File: config.mk
export PLATFORM = sky130hd
export DESIGN_NAME = load_store_port
export DESIGN_NICKNAME = d
export VERILOG_FILES = /design/src/rtl/mem_pkg.sv /design/src/rtl/load_store_port.sv
export SDC_FILE = /design/constraint.sdc
export NUM_CORES = 1
export LEC_CHECK = 0
export BUFFER_PORTS_ARGS = -buffer_cell sky130_fd_sc_hd__buf_2
export CAP_MARGIN = 30
export CORE_MARGIN = 3
export CORE_UTILIZATION = 47
export CTS_CLUSTER_DIAMETER = 40
export DETAILED_ROUTE_END_ITERATION = 12
export GPL_TIMING_DRIVEN = 0
export HOLD_SLACK_MARGIN = 0.15
export PLACE_DENSITY = 0.8
export SLEW_MARGIN = 20
export SYNTH_ARGS = -nofsm -noshare
export SYNTH_HDL_FRONTEND = slang
export SYNTH_SLANG_ARGS = --single-unit
export TNS_END_PERCENT = 1
File: constraint.sdc
create_clock -name ui_clk_from_ddr -period 5.2 [get_ports ui_clk_from_ddr]
set_input_delay 0.52 -clock ui_clk_from_ddr [delete_from_list [all_inputs] [get_ports ui_clk_from_ddr]]
set_output_delay 0.52 -clock ui_clk_from_ddr [all_outputs]
set_load 0.01 [all_outputs]
File: src/rtl/mem_pkg.sv
`default_nettype none

package mem_pkg;

    ////////////////////////////////////////
    // Word geometry
    ////////////////////////////////////////

    // Bytes per memory word
    localparam int BYTE_LANES = 4;

    typedef logic [8*BYTE_LANES-1:0] data_t;
    typedef logic [31:0] addr_t;

    // Bit i enables bits 8i+7 to 8i
    typedef logic [BYTE_LANES-1:0] byte_en_t;

    ////////////////////////////////////////
    // Access size codes
    ////////////////////////////////////////

    // Suffix _U means zero extension, otherwise sign extension
    typedef enum logic [2:0] {
        LOAD_WORD   = 3'd0,
        LOAD_HALF   = 3'd1,
        LOAD_HALF_U = 3'd2,
        LOAD_BYTE   = 3'd3,
        LOAD_BYTE_U = 3'd4
    } load_sel_t;

    typedef enum logic [1:0] {
        STORE_WORD = 2'd0,
        STORE_HALF = 2'd1,
        STORE_BYTE = 2'd2
    } store_sel_t;

endpackage

`default_nettype wire

File: src/rtl/load_store_port.sv
`timescale 1ns/1ps
`default_nettype none

module load_store_port #(
    parameter int depth_words = 256
) (
    input  wire                          ui_clk_from_ddr,
    input  wire                          reset,
    // Core side
    input  wire                          data_req,
    input  wire                          data_write,
    input  mem_pkg::addr_t               data_addr,
    input  mem_pkg::load_sel_t           data_load_sel,
    input  mem_pkg::store_sel_t          data_store_sel,
    input  mem_pkg::data_t               data_wdata,
    output logic                         data_ack,
    output mem_pkg::data_t               data_rdata,
    // Arbiter side
    output logic                         mem_req,
    output logic                         mem_write,
    output logic [$clog2(depth_words)-1:0] mem_index,
    output mem_pkg::data_t               mem_wdata,
    output mem_pkg::byte_en_t            mem_byte_en,
    input  wire                          mem_ack,
    input  mem_pkg::data_t               mem_rdata
);

    localparam int index_width = $clog2(depth_words);

    typedef enum logic [1:0] {
        state_idle,
        state_wait,
        state_ack
    } state_t;

    state_t state;

    mem_pkg::data_t     store_wdata;
    mem_pkg::byte_en_t  store_be;
    mem_pkg::data_t     load_word;
    logic [7:0]         load_byte;
    logic [15:0]        load_half;
    logic [1:0]         load_offset;
    mem_pkg::load_sel_t load_sel;

    ////////////////////////////////////////
    // Store shifter
    ////////////////////////////////////////

    // Narrow data goes to every lane, byte enables pick the lane
    always_comb begin
        case (data_store_sel)
            mem_pkg::STORE_BYTE: begin
                store_wdata = {4{data_wdata[7:0]}};
                store_be    = mem_pkg::byte_en_t'(1) << data_addr[1:0];
            end
            mem_pkg::STORE_HALF: begin
                store_wdata = {2{data_wdata[15:0]}};
                store_be    = data_addr[1] ? 4'b1100 : 4'b0011;
            end
            default: begin
                store_wdata = data_wdata;
                store_be    = '1;
            end
        endcase
    end

    ////////////////////////////////////////
    // Load shifter
    ////////////////////////////////////////

    assign load_byte = mem_rdata[{load_offset, 3'b000} +: 8];
    assign load_half = load_offset[1] ? mem_rdata[31:16] : mem_rdata[15:0];

    always_comb begin
        case (load_sel)
            mem_pkg::LOAD_HALF:   load_word = {{16{load_half[15]}}, load_half};
            mem_pkg::LOAD_HALF_U: load_word = {16'h0000, load_half};
            mem_pkg::LOAD_BYTE:   load_word = {{24{load_byte[7]}}, load_byte};
            mem_pkg::LOAD_BYTE_U: load_word = {24'h000000, load_byte};
            default:              load_word = mem_rdata;
        endcase
    end

    ////////////////////////////////////////
    // Handshake FSM
    ////////////////////////////////////////

    always_ff @(posedge ui_clk_from_ddr) begin
        if (reset) begin
            state    <= state_idle;
            mem_req  <= 1'b0;
            data_ack <= 1'b0;
        end else begin
            case (state)
                state_idle: begin
                    if (data_req) begin
                        mem_req <= 1'b1;
                        state   <= state_wait;
                    end
                end
                state_wait: begin
                    if (mem_ack) begin
                        mem_req  <= 1'b0;
                        data_ack <= 1'b1;
                        state    <= state_ack;
                    end
                end
                state_ack: begin
                    // Wait for the arbiter side to close as well
                    if (!data_req && !mem_ack) begin
                        data_ack <= 1'b0;
                        state    <= state_idle;
                    end
                end
                default: state <= state_idle;
            endcase
        end
    end

    // Access payload captured at request, load result at memory ack
    always_ff @(posedge ui_clk_from_ddr) begin
        if (state == state_idle && data_req) begin
            mem_write   <= data_write;
            mem_index   <= data_addr[index_width+1:2];
            mem_wdata   <= store_wdata;
            mem_byte_en <= data_write ? store_be : '0;
            load_offset <= data_addr[1:0];
            load_sel    <= data_load_sel;
        end
        if (state == state_wait && mem_ack && !mem_write) begin
            data_rdata <= load_word;
        end
    end

endmodule

`default_nettype wire

* Word level (Yosys, flattened, before mapping)
Index checks and enable logic that the tools add are counted.
Widths: inputs -> output; s select.
** Operators by class
- Equality and inequality tests :: 11
- Shift operators :: 2
- Muxes and demuxes :: 15
- Reduce and logical (&&, ||, !) cells :: 13
** Operator list (count)
- $pmux 32 s4 :: 1
- $pmux 32 s2 :: 1
- $shiftx 32x6->8 :: 1
- $mux 16 :: 1
- $reduce_and 3->1 :: 3
- $pmux 4 s2 :: 1
- $eq 3x2->1 const B :: 2
- $mux 2 :: 3
- $ne 2x2->1 const B :: 3
- $pmux 2 s3 :: 1
- $eq 2x1->1 const B :: 2
- $eq 2x2->1 const B :: 2
- $logic_and 1x1->1 :: 4
- $mux 1 :: 4
- $mux 4 :: 1
- $pmux 1 s2 :: 2
- $reduce_bool 2->1 :: 2
- $shl 1x2->4 const A :: 1
- $eq 3x1->1 const B :: 1
- $eq 3x3->1 const B :: 1
- $logic_not 1->1 :: 3
- $logic_not 2->1 :: 1
** Word-level totals
- Flip-flop bits (word level) :: 86
- Bits of input ports :: 106
- Output and inout bits :: 79
- Logic and storage cells :: 51

* Logic depth before layout (Yosys ltp)
Gate-level depths: netlist of run 1.
- Word-level depth :: 4
- Gate-level depth with buffers :: 6
- Mapped depth without buffers :: 5

* Least setup slack after synthesis of run 1
No wires, ideal clock.
- Kind :: input -> register
- Start point :: in mem_ack
- End point :: reg data_rdata[0] (enable)
- Library setup time :: 0.501 ns
- Data arrival time :: 3.664 ns
- Data required time :: 4.699 ns
- Path slack :: 1.035 ns
- Stages :: 2
- Path buffers :: 0
- Cell sequence :: inv_1 -> nor4_1
** Between the ends
- Cells in the longest elaborated chain, start to end :: 2
** RTL lines
- from (decl) :: line load_store_port.sv:24 : input wire mem_ack,
- $logic_and 1x1->1 (2 in a row) :: line load_store_port.sv:131 : if (state == state_wait && mem_ack && !mem_write) begin
- to (signal assigned) :: line load_store_port.sv:132 : data_rdata <= load_word;
- to (decl) :: line load_store_port.sv:17 : output mem_pkg::data_t data_rdata,
No other way between the ends.
A chain may end at the register's enable or synchronous reset.

* Final worst setup path of run 1
- Start point :: reg state[0]
- End point :: reg data_rdata[25] (enable)
** Between the ends
- Cells in the longest elaborated chain, start to end :: 3
** RTL lines
- from (decl) :: line load_store_port.sv:36 : state_t state;
- from (signal assigned) :: line load_store_port.sv:91 : state <= state_idle;
- from (signal assigned) :: line load_store_port.sv:99 : state <= state_wait;
- from (signal assigned) :: line load_store_port.sv:106 : state <= state_ack;
- $eq 2x1->1 :: line load_store_port.sv:131
- $logic_and 1x1->1 (2 in a row) :: line load_store_port.sv:131
No other way between the ends.

==> summary.txt, run 1 <==
CTS
  • Clock Tree Buf Depth: 2
  • Clock root cell: clkbuf_8
  • Clock-pin slew on the worst setup and hold paths: around 0.09 ns
  • CTS tree: built
  • Postcts setup bufs: 0
  • CTS hold repair buffers: 0
  • TritonCTS Buffers: 9
  • Worst skew pair latency: approximately 0.36 ns
  • Sink Count: between 80 and 90
  • H-tree levels: 3
  • Post-cts repair resize count: 0

Critical path
  • Crit path DAT: ~2.3 ns
  • R2r setup slk: just under 3 ns
  • CP Data Required Time: 5.25 ns
  • Crit Path Class: reg -> reg
  • Kind of end point of the critical path: flip-flop
  • Critical path peak fanout: 9
  • CP startpoint kind: flip-flop

Timing
  • Fin crit share: 0.438
  • Worst slew margin: 0.490
  • Worst Max-Slew Pin Slew: roughly 0.76 ns
  • Setup Skew: ~0.012 ns
  • Max Slew Vio Count: 0
  • RSZ-0062 raised after global routing: no
  • Final WS setup: slightly below 3 ns
  • FMAX: between 0.4 and 0.5 GHz
  • Setup Viol. Count Final: 0
  • Setup TNS: 0 ns
  • Fin crit period: 2.28 ns
  • Final Hold Fails: 0

GRT
  • Vias in the first global route: 3306
  • Largest net degree at the start of global routing: 35
  • Initial antenna violation count: 0
  • Tot GR Track Use: 0.218
  • Global route overflow: 0
  • First-pass GRT wire length: approximately 17 mm

Layout
  • Area of the multi-input gates: around 1300 um2
  • Fin nets: around 610
  • Layout area overhead: 30.3%
  • Commonest non-fill, non-tap cell in the layout: buf_2
  • FF+latch area: 2540 um2
  • Final Cell Area: about 5300 um2
  • Ratio of cells with drive above 1 in the final layout: 0.420
  • Commonest cells after routing, fill and taps aside: buf_2, edfxtp_1, o21ai_0
  • Fill cells: 666
  • Antenna Cells: 0

Routing
  • Routed Antenna Nets: 0
  • Routed WL: approximately 11 mm
  • DR pass1 iterations: 4
  • Vias after detailed routing: 3323
  • Vias per Instance: around 5.5
  • 1st-iter DRT viols: between 200 and 300
  • Detailed-route wire length per cell: around 18 um
  • Number of remaining DRC errors: 0

Logic synthesis
  • Cell area after synthesis: 4030 um2
  • Post-synth EDFFs: 82
  • Sequential fraction of the synthesis area: 0.630
  • Synth cell types: between 40 and 50
  • FFs w/ async S/R, synth: 0
  • Post-Synthesis Cells: between 300 and 400
  • Post-synth top flop: edfxtp_1
  • Post-Syn Nets: between 400 and 500
  • Mean Syn Cell Area: 12.6 um2
  • Number of synthesized register bits: 86
  • Yosys warnings: 0

Power and ir drop
  • Total power per unit cell area: roughly 310 nW/um2
  • Worst VDD drop: 0.000181 V
  • P_leak: 2.27 nW

Die
  • Die Y: approximately 99 um
  • Cell Rows: 33
  • Core area: about 8300 um2
  • Num ports: ~190
  • Die W: about 99 um
  • Initial Util: 0.488
  • Full die area: slightly below 10000 um2

Place
  • Placed Area: about 5000 um2
  • DP HPWL: between 8 and 9 mm
  • # port buffers: about 160
  • GPL Wtd Cong: 0.890
  • DP Worst Slack: roughly 2.7 ns

Worst hold path
  • Worst Hold Class: in -> reg

Status
  • Status: finished clean

Flow run
  • Max capacitance violation total: 0
[cell usage after synthesis (2+ instances only)]
library cell	instances	area share
inv_1	8	0.0074
a21o_2	6	0.013
nor3b_1	2	0.0037
a21boi_0	2	0.0037
o21a_1	2	0.0037
a22o_1	8	0.017
o21ai_0	28	0.035
buf_2	5	0.0062
mux2i_1	15	0.037
nand2b_1	10	0.016
and2_1	2	0.0031
a21o_1	10	0.019
nor2b_1	14	0.022
o22ai_1	9	0.014
a21oi_1	11	0.014
buf_4	5	0.0093
a22oi_1	8	0.015
a211oi_1	3	0.0056
or2_2	4	0.0062
nand2_1	26	0.024
clkbuf_1	10	0.0093
edfxtp_1	82	0.61
dfxtp_1	4	0.020
o221ai_1	7	0.015
o31ai_1	10	0.019
nor3_1	10	0.012
ha_1	2	0.0062
[worst paths after layout]
check                                      startpoint                  endpoint  cells past startpoint
worst max-delay path            state[0]$_SDFFE_PP0P_  data_rdata[25]$_DFFE_PP_                      5
worst min-delay path                     data_addr[8]    mem_index[6]$_DFFE_PP_                      1
worst max register to register  state[0]$_SDFFE_PP0P_  data_rdata[25]$_DFFE_PP_                      5
worst min register to register  data_ack$_SDFFE_PP0P_     data_ack$_SDFFE_PP0P_                      2
[power by group]
| group | switching, mW | internal (mW) |
|---|---|---|
| sequential | 0.0116 | 0.815 |
| clock | 0.252 | 0.277 |
| combinational | 0.158 | 0.114 |
[cells by family (layout without fill, tap and decap cells)]
logic type	Yosys count	count (layout)	share of synthesized area
adder cells (fa/ha/maj)	2	2	0.00620
AO/OA/AOI/OAI	109	109	0.184
buffers and inverters	31	214	0.0372
multiplexers	16	16	0.0428
flip-flops	86	86	0.630
AND/OR/NAND/NOR	75	75	0.0996
[stage by stage]
stage	instances	utilization	total power, mW	hold WS, ns
2_1_floorplan	319	-	0.995	0.493
3_3_place_gp	586	0.603	1.10	0.475
3_5_place_dp	591	0.609	1.11	0.488
4_1_cts	607	0.636	1.64	0.315
5_1_grt	607	0.636	1.70	0.314
6_report	607	0.636	1.63	0.339
[metal layers]
layer  track usage  up-vias  part of all wire
met5             0        -                 0
met4        0.0641        0             0.012
met3        0.0722       14             0.093
met2         0.373      131              0.51
met1         0.264     1597              0.38
li1              -     1581                 -
[registers in the layout, indices dropped and copies added, names as in the netlist]
register and cells:
mem_byte_en 4, data_ack 1, mem_write 1, state 2, load_offset 2, mem_index 8, data_rdata 32, mem_wdata 32
mem_req 1, load_sel 3
[final cells by class]
cell class                      instances  area share
Timing Repair Buffer                  167       0.162
Buffer                                 23      0.0229
Clock inverter                          7      0.0200
Inverter                                8     0.00571
Sequential cell                        86       0.484
Multi-Input combinational cell        202       0.257
Tap cell                              105      0.0250
Clock buffer                            9      0.0236
[critical path, stage by stage (launching register included)]
cell	delay [ns]
dfxtp_1	0.36
inv_1	0.12
nor4_2	0.69
buf_2	0.31
buf_2	0.25
buf_2	0.25
Power figures use the tool's default switching activity.
==> run 2: changes to the inputs <==
ABC_AREA = 1   (was default)
CORE_UTILIZATION = 43   (was 47)
PLACE_DENSITY = 0.77   (was 0.8)
clock period = 2 ns   (was 5.2 ns; I/O delays follow)
==> run 2 against run 1 <==
  * Count of clock-buffer cells in the layout grew 2
  * Sequential share of layout area shrank 4.0 points
  * Routed wire length grew 17%
  * Combinational power grew to 3.1 times the previous value
  * Register-to-register slack lost 2.6 ns
  * Largest cell class unchanged
  * Highest routed layer unchanged
==> summary.txt, run 2 <==
Die
  • Die W: 103 um (+4.7%)
  • Die Y: 103 um (+4.7%)
  • Full die area: 10700 um2 (+9.5%)
  • Core area: 8930 um2 (+8.2%)
  • Initial Util: 0.455 (-0.0334)
  • Cell Rows: 34 (+3.0%)
  • Num ports: 185 (unchanged)

Critical path
  • Buf/Inv on CP: 4 (unchanged)
  • Crit path DAT: 2.10 ns (-0.23 ns)
  • Slowest CP cell: nor2_1
  • Kind of end point of the critical path: flip-flop
  • CP Data Required Time: 2.23 ns (-3.02 ns)
  • Max incr delay on CP: 0.55 ns (-0.14 ns)
  • FF-to-FF End: data_rdata[5]$_DFFE_PP_
  • CP Cell Sequence: buf_2 -> inv_1 -> ha_1 -> buf_2 -> nor2_1 -> a32oi_1 -> nand2_1 -> dlygate4sd3_1
  • CP startpoint kind: primary input
  • Critical path peak fanout: 8 (-1)
  • Most common cell on crit path: buf_2
  • CP delay by family, top: buffers and inverters
  • R2R cell count: 4 (-1)
  • Crit Path Class: in -> reg
  • R2r setup slk: 0.28 ns (-2.64 ns)
  • Critical R2R Launch: state[0]$_SDFFE_PP0P_

Logic synthesis
  • Yosys warnings: 0 (unchanged)
  • Xor/xnor share of the synthesized area: 0 (unchanged)
  • Post-Synthesis Cells: 415 (+30%)
  • Mean Syn Cell Area: 9.80 um2 (-23%)
  • Post-Syn Nets: 523 (+22%)
  • Number of synthesized register bits: 86 (unchanged)
  • Cell area after synthesis: 4070 um2 (+0.78%)
  • Commonest cells post-synth: nand2_1, edfxtp_1, nand3_1
  • Post-synth EDFFs: 82 (unchanged)
  • Adder-cell share of the synthesized area: 0.00616 (-0.0000477)
  • Ranking of synthesized cells by area: edfxtp_1, nand2_1, nand3_1
  • Post-synth top flop: edfxtp_1
  • Synth Area in Compound Gates: 0.0708 (-0.113)
  • Most common cell in the netlist: nand2_1
  • Mux cell area share after synthesis: 0 (-0.0428)
  • Sequential fraction of the synthesis area: 0.625 (-0.00485)
  • FFs w/ async S/R, synth: 0 (unchanged)
  • Share of the synthesized area in the top cell type: 0.606 (-0.00470)
  • Simple-gate share of the synthesized area: 0.252 (+0.152)
  • Synth cell types: 28 (-35%)
  • Synth area leader: edfxtp_1
  • Main combinational cell family by area after synthesis: simple AND/OR/NAND/NOR gates

CTS
  • Clock Tree Buf Depth: 2 (unchanged)
  • CTS tree: built
  • Clock root cell: clkbuf_8
  • Post-cts repair resize count: 0 (unchanged)
  • Sink Count: 86 (unchanged)
  • Worst skew pair latency: 0.35 ns (about the same)
  • H-tree levels: 3 (unchanged)
  • TritonCTS Buffers: 9 (unchanged)
  • Clock-pin slew on the worst setup and hold paths: 0.09 ns (about the same)

Timing
  • Final Hold Fails: 0 (unchanged)
  • Setup Skew: 0.00841 ns (-0.00336 ns)
  • RSZ-0062 raised after global routing: no
  • Setup Viol. Count Final: 0 (unchanged)
  • Worst slew margin: 0.439 (-0.0507)
  • Fin crit period: 1.87 ns
  • Fin crit share: 0.936
  • Worst Max-Slew Pin Slew: 0.839 ns (+0.0804 ns)
  • Max Slew Vio Count: 0 (unchanged)
  • Hold Worst Slack: 0.172 ns (-0.167 ns)
  • FMAX: about 0.53 GHz

Power and ir drop
  • Total power per unit cell area: 746 nW/um2 (+140%)
  • Clock network power share: 0.296 (-0.029)
  • Sw frac: 0.271 (+0.0118)
  • Worst VDD drop: 0.000505 V (+180%)
  • P_leak: 2.70 nW (+19%)
  • Combinational power share: 0.197 (+0.030)
  • Psw: 1.16 mW (+170%)
  • Flop pwr share: 0.507 (about the same)
  • Pint: 3.12 mW (+160%)

GRT
  • Vias in the first global route: 3925 (+19%)
  • Global route overflow: 0 (unchanged)
  • Initial antenna violation count: 0 (unchanged)
  • First-pass GRT wire length: 19.3 mm (+15%)
  • Largest net degree at the start of global routing: 35 (unchanged)
  • Tot GR Track Use: 0.238 (+0.0197)

Layout
  • Area of the multi-input gates: 1340 um2 (-0.37%)
  • Ratio of cells with drive above 1 in the final layout: 0.321 (-0.0994)
  • Antenna Cells: 0 (unchanged)
  • Largest regs: data_rdata x32, mem_wdata x32, mem_index x8
  • FF+latch area: 2540 um2 (unchanged)
  • Fin nets: 745 (+23%)
  • Commonest non-fill, non-tap cell in the layout: nand2_1
  • Final Util: 0.641 (+0.00481)
  • Layout area overhead: 40.9%
  • Fill cells: 684 (+2.7%)
  • Commonest cells after routing, fill and taps aside: nand2_1, buf_2, edfxtp_1

Place
  • GPL Wtd Cong: 0.896 (+0.67%)
  • DP HPWL: 8.40 mm (+4.0%)
  • # port buffers: 162 (unchanged)

Routing
  • Detailed-route wire length per cell: 16.6 um (-5.3%)
  • Vias after detailed routing: 3983 (+20%)
  • Vias per Instance: 5.31 (-3.0%)
  • Routed Antenna Nets: 0 (unchanged)
  • Routed WL: 12.5 mm (+17%)
  • Number of remaining DRC errors: 0 (unchanged)
  • DR pass1 iterations: 7 (+3)
  • 1st-iter DRT viols: 236 (-9.6%)

Worst hold path
  • Hold path start: data_wdata[24]
  • Min-Delay Endpoint: mem_wdata[24]$_DFFE_PP_
  • Worst Hold Class: in -> reg
  • Cells on Worst Hold Path: 3 (+2)

Status
  • Status: finished clean

Flow run
  • Max capacitance violation total: 0 (unchanged)
[run 2: changes by cell type after synthesis, sizes merged, moves of 9 or more]
cell / change
nand2b: -10
nor2: +13
nor2b: -14
o31ai: -10
o22ai: -9
nor3: -10
nand3: +40
nand2: +156
inv: +9
a21o: -16
mux2i: -15
[run 2: worst max path at each step]
stage                     startpoint                  endpoint  slack (ns)  cells after the start
5_1_grt            data_store_sel[0]   mem_wdata[31]$_DFFE_PP_        0.09                      8
4_1_cts            data_store_sel[0]   mem_wdata[31]$_DFFE_PP_        0.23                      8
2_1_floorplan  state[0]$_SDFFE_PP0P_  load_offset[0]$_DFFE_PP_        0.15                      3
6_report           data_store_sel[0]   mem_wdata[31]$_DFFE_PP_        0.13                      8
3_5_place_dp   state[0]$_SDFFE_PP0P_  data_rdata[12]$_DFFE_PP_        0.27                      4
3_3_place_gp   state[0]$_SDFFE_PP0P_    mem_index[0]$_DFFE_PP_       -0.23                      3
[run 2: worst reg2reg max path, cell delays in order (launching register included)]
cell and delay, ns:
dfxtp_1 0.34, inv_1 0.05, nor2_1 0.11, nand2_1 0.16, nor2_4 0.67
[run 2: final cells by class]
type                            count  share of cell area
Clock buffer                       11              0.0264
Inverter                           17              0.0111
Multi-Input combinational cell    293               0.235
Clock inverter                      5              0.0100
Timing Repair Buffer              211               0.229
Sequential cell                    86               0.444
Buffer                             19              0.0214
Tap cell                          108              0.0236
[run 2: power by group through the flow]
stage                     logic, mW  registers (mW)  clock network (mW)
after CTS                     0.816            2.16                1.29
after global placement        0.713            2.21                   0
final                         0.842            2.17                1.27
after global routing          0.920            2.18                1.36
after floorplan               0.359            2.26                   0
after detailed placement      0.740            2.20                   0
[run 2: cell families (layout without fill, tap and decap cells)]
| kind of cell | count (synthesis) | count (layout) |
|---|---|---|
| buffers and inverters | 36 | 263 |
| and+or+nand+nor | 244 | 244 |
| adders and majority gates | 2 | 2 |
| AOI/OAI and AO/OA | 47 | 47 |
| DFF | 86 | 86 |
[run 2: per-stage QoR]
step	TNS (ns)	power, mW	instances	worst slack, ns	instance area [um2]
final	0	4.27	750	0.128	5730
after global routing	0	4.46	750	0.0887	5730
after CTS	0	4.27	750	0.226	5730
after detailed placement	0	2.94	686	0.266	5040
after global placement	-13.97	2.92	685	-0.228	5010
after floorplan	0	2.62	415	0.148	4070
[run 2: per-layer routing]
layer,part of all wire,vias to the layer above,track usage
met1,0.36,1809,0.271
li1,-,1863,-
met3,0.13,42,0.0993
met4,0.029,0,0.0817
met2,0.48,269,0.405
met5,0,-,0
[run 2: timing repair]
action / in CTS / in global routing
setup buffers: 0 / 0
endpoints found under the hold margin: 49 / 0
hold buffers: 48 / 0
==> run 3: changes to the inputs <==
PLACE_DENSITY = default   (was 0.77)
PLACE_DENSITY_LB_ADDON = 0.2   (was default)
==> run 3 against run 2 <==
  * Clock skew down 0.0036 ns
  * Clock power down 8%
  * Worst hold slack better by 0.018 ns
  * First-iteration DRC count down 4.7%
  * Final cell count up 0.93%
  * Sequential share of layout area down 0.52 points
  * Power down 2.2%
  * Routed wire length down 7.4%
  * Largest power group unchanged
  * Maximum frequency down 3.4%
  * Sequential power about the same
  * Via count down 2.7%
==> summary.txt, run 3 (same netlist as run 2, synthesis figures left out) <==
Status
  • Status: finished clean

Layout
  • Commonest cells after routing, fill and taps aside: nand2_1, buf_2, edfxtp_1
  • Final Util: 0.649 (+0.00756)
  • Commonest non-fill, non-tap cell in the layout: nand2_1
  • Antenna Cells: 0 (unchanged)
  • Finished Layout Cells: 757 (+0.93%)
  • Largest regs: data_rdata x32, mem_wdata x32, mem_index x8
  • Fin nets: 753 (+1.1%)
  • Ratio of cells with drive above 1 in the final layout: 0.316 (-0.00500)
  • Layout area overhead: 42.6%

Routing
  • DR pass1 iterations: 7 (unchanged)
  • Number of remaining DRC errors: 0 (unchanged)
  • Routed Antenna Nets: 0 (unchanged)
  • Vias after detailed routing: 3875 (-2.7%)
  • Detailed-route wire length per cell: 15.3 um (-8.2%)
  • Vias per Instance: 5.12 (-3.6%)
  • Routed WL: 11.6 mm (-7.4%)
  • 1st-iter DRT viols: 225 (-4.7%)

Critical path
  • FF-to-FF End: data_rdata[1]$_DFFE_PP_
  • CP startpoint kind: primary input
  • Kind of end point of the critical path: flip-flop
  • Crit Path Class: in -> reg
  • Critical R2R Launch: load_sel[2]$_DFFE_PP_
  • CP Data Required Time: 2.22 ns (about the same)
  • Crit path DAT: 2.16 ns (+0.06 ns)
  • Critical path peak fanout: 8 (unchanged)
  • R2R cell count: 7 (+3)
  • R2r setup slk: 0.41 ns (+0.13 ns)

CTS
  • Clock root cell: clkbuf_8
  • Sink Count: 86 (unchanged)
  • Clock Tree Buf Depth: 2 (unchanged)
  • TritonCTS Buffers: 9 (unchanged)
  • Clock-pin slew on the worst setup and hold paths: 0.08 ns (about the same)
  • CTS tree: built
  • H-tree levels: 3 (unchanged)
  • Worst skew pair latency: 0.35 ns (about the same)

GRT
  • Largest net degree at the start of global routing: 31 (-11%)
  • Tot GR Track Use: 0.220 (-0.0186)
  • Vias in the first global route: 3697 (-5.8%)
  • Global route overflow: 0 (unchanged)
  • First-pass GRT wire length: 17.8 mm (-7.7%)
  • Initial antenna violation count: 0 (unchanged)

Timing
  • Max Slew Vio Count: 0 (unchanged)
  • Worst slew margin: 0.504 (+0.0651)
  • Fin crit share: 0.969 (+0.0334)
  • Worst Max-Slew Pin Slew: 0.738 ns (-0.101 ns)
  • Setup TNS: 0 ns (unchanged)
  • FMAX: 0.516 GHz (-3.4%)
  • Final WS setup: 0.0614 ns (-0.0667 ns)
  • Hold Worst Slack: 0.189 ns (+0.0177 ns)
  • Setup Viol. Count Final: 0 (unchanged)
  • RSZ-0062 raised after global routing: no
  • Setup Skew: 0.00480 ns (-0.00361 ns)
  • Final Hold Fails: 0 (unchanged)
  • Fin crit period: 1.94 ns (+0.0667 ns)

Place
  • GPL Wtd Cong: 0.852 (-4.9%)
  • # port buffers: 162 (unchanged)
  • Placed Instances: 687 (+0.15%)
  • DP HPWL: 8.17 mm (-2.7%)
  • DP Worst Slack: 0.317 ns (+0.0509 ns)

Die
  • Full die area: 10700 um2 (unchanged)
  • Initial Util: 0.455 (unchanged)
  • Die Y: 103 um (unchanged)
  • Num ports: 185 (unchanged)
  • Die W: 103 um (unchanged)
  • Cell Rows: 34 (unchanged)
  • Core area: 8930 um2 (unchanged)

Power and ir drop
  • Total power per unit cell area: 721 nW/um2 (-3.4%)
  • P_leak: 2.72 nW (+0.87%)
  • Worst VDD drop: 0.000392 V (-22%)

Flow run
  • Max capacitance violation total: 0 (unchanged)

Worst hold path
  • Worst Hold Class: in -> reg
  • Hold path start: mem_rdata[6]
  • Cells on Worst Hold Path: 3 (unchanged)
  • Min-Delay Endpoint: data_rdata[6]$_DFFE_PP_
[run 3: changes by cell type in the layout (fill, tap and decap cells not counted), sizes merged]
cell	delta
inv	+1
buf	+1
clkbuf	-2
clkinvlp	+2
dlygate4sd3	+7
clkinv	-2
[run 3: per-layer routing]
metal / vias up / share of wire / GRT usage
li1: 1882 / - / -
met1: 1781 / 0.40 / 0.273
met2: 191 / 0.49 / 0.365
met3: 21 / 0.090 / 0.0577
met4: 0 / 0.020 / 0.0906
met5: - / 0 / 0
[run 3: metrics by stage]
stage          power (mW)  instance area [um2]
2_1_floorplan        2.62                 4070
3_3_place_gp         2.92                 5010
3_5_place_dp         2.94                 5060
4_1_cts              4.20                 5800
5_1_grt              4.38                 5800
6_report             4.18                 5800
[run 3: final cells by class]
class,instances,area [um2]
Sequential cell,86,2540
Inverter,17,63.8
Timing Repair Buffer,219,1400
Multi-Input combinational cell,293,1340
Fill cell,720,3140
Tap cell,108,135
Buffer,19,123
Clock buffer,9,124
Clock inverter,6,62.6
[run 3: power breakdown]
part	internal, mW	leakage, nW	switching (mW)
Clock	0.568	0.0891	0.603
Combinational	0.361	1.82	0.482
Sequential	2.13	0.810	0.0358
Total	3.06	2.72	1.12
[run 3: worst max-delay path by stage]
stage | from | end
6_report | data_store_sel[0] | mem_wdata[29]$_DFFE_PP_
4_1_cts | data_store_sel[0] | mem_wdata[30]$_DFFE_PP_
5_1_grt | data_store_sel[0] | mem_wdata[29]$_DFFE_PP_
2_1_floorplan | state[0]$_SDFFE_PP0P_ | load_offset[0]$_DFFE_PP_
3_5_place_dp | data_store_sel[0] | mem_wdata[27]$_DFFE_PP_
3_3_place_gp | state[0]$_SDFFE_PP0P_ | mem_index[1]$_DFFE_PP_
[run 3: critical path, cell delays in order]
cell and delay, ns:
buf_2 0.10, inv_1 0.04, ha_1 0.27, buf_2 0.17, nor2_1 0.55, a32oi_1 0.17, nand2_1 0.11, dlygate4sd3_1 0.55
[run 3: repair_timing]
item,CTS,global route
endpoints found under the hold margin,50,0
hold buffers,55,0
resized for setup,0,0
buffers inserted,0,0
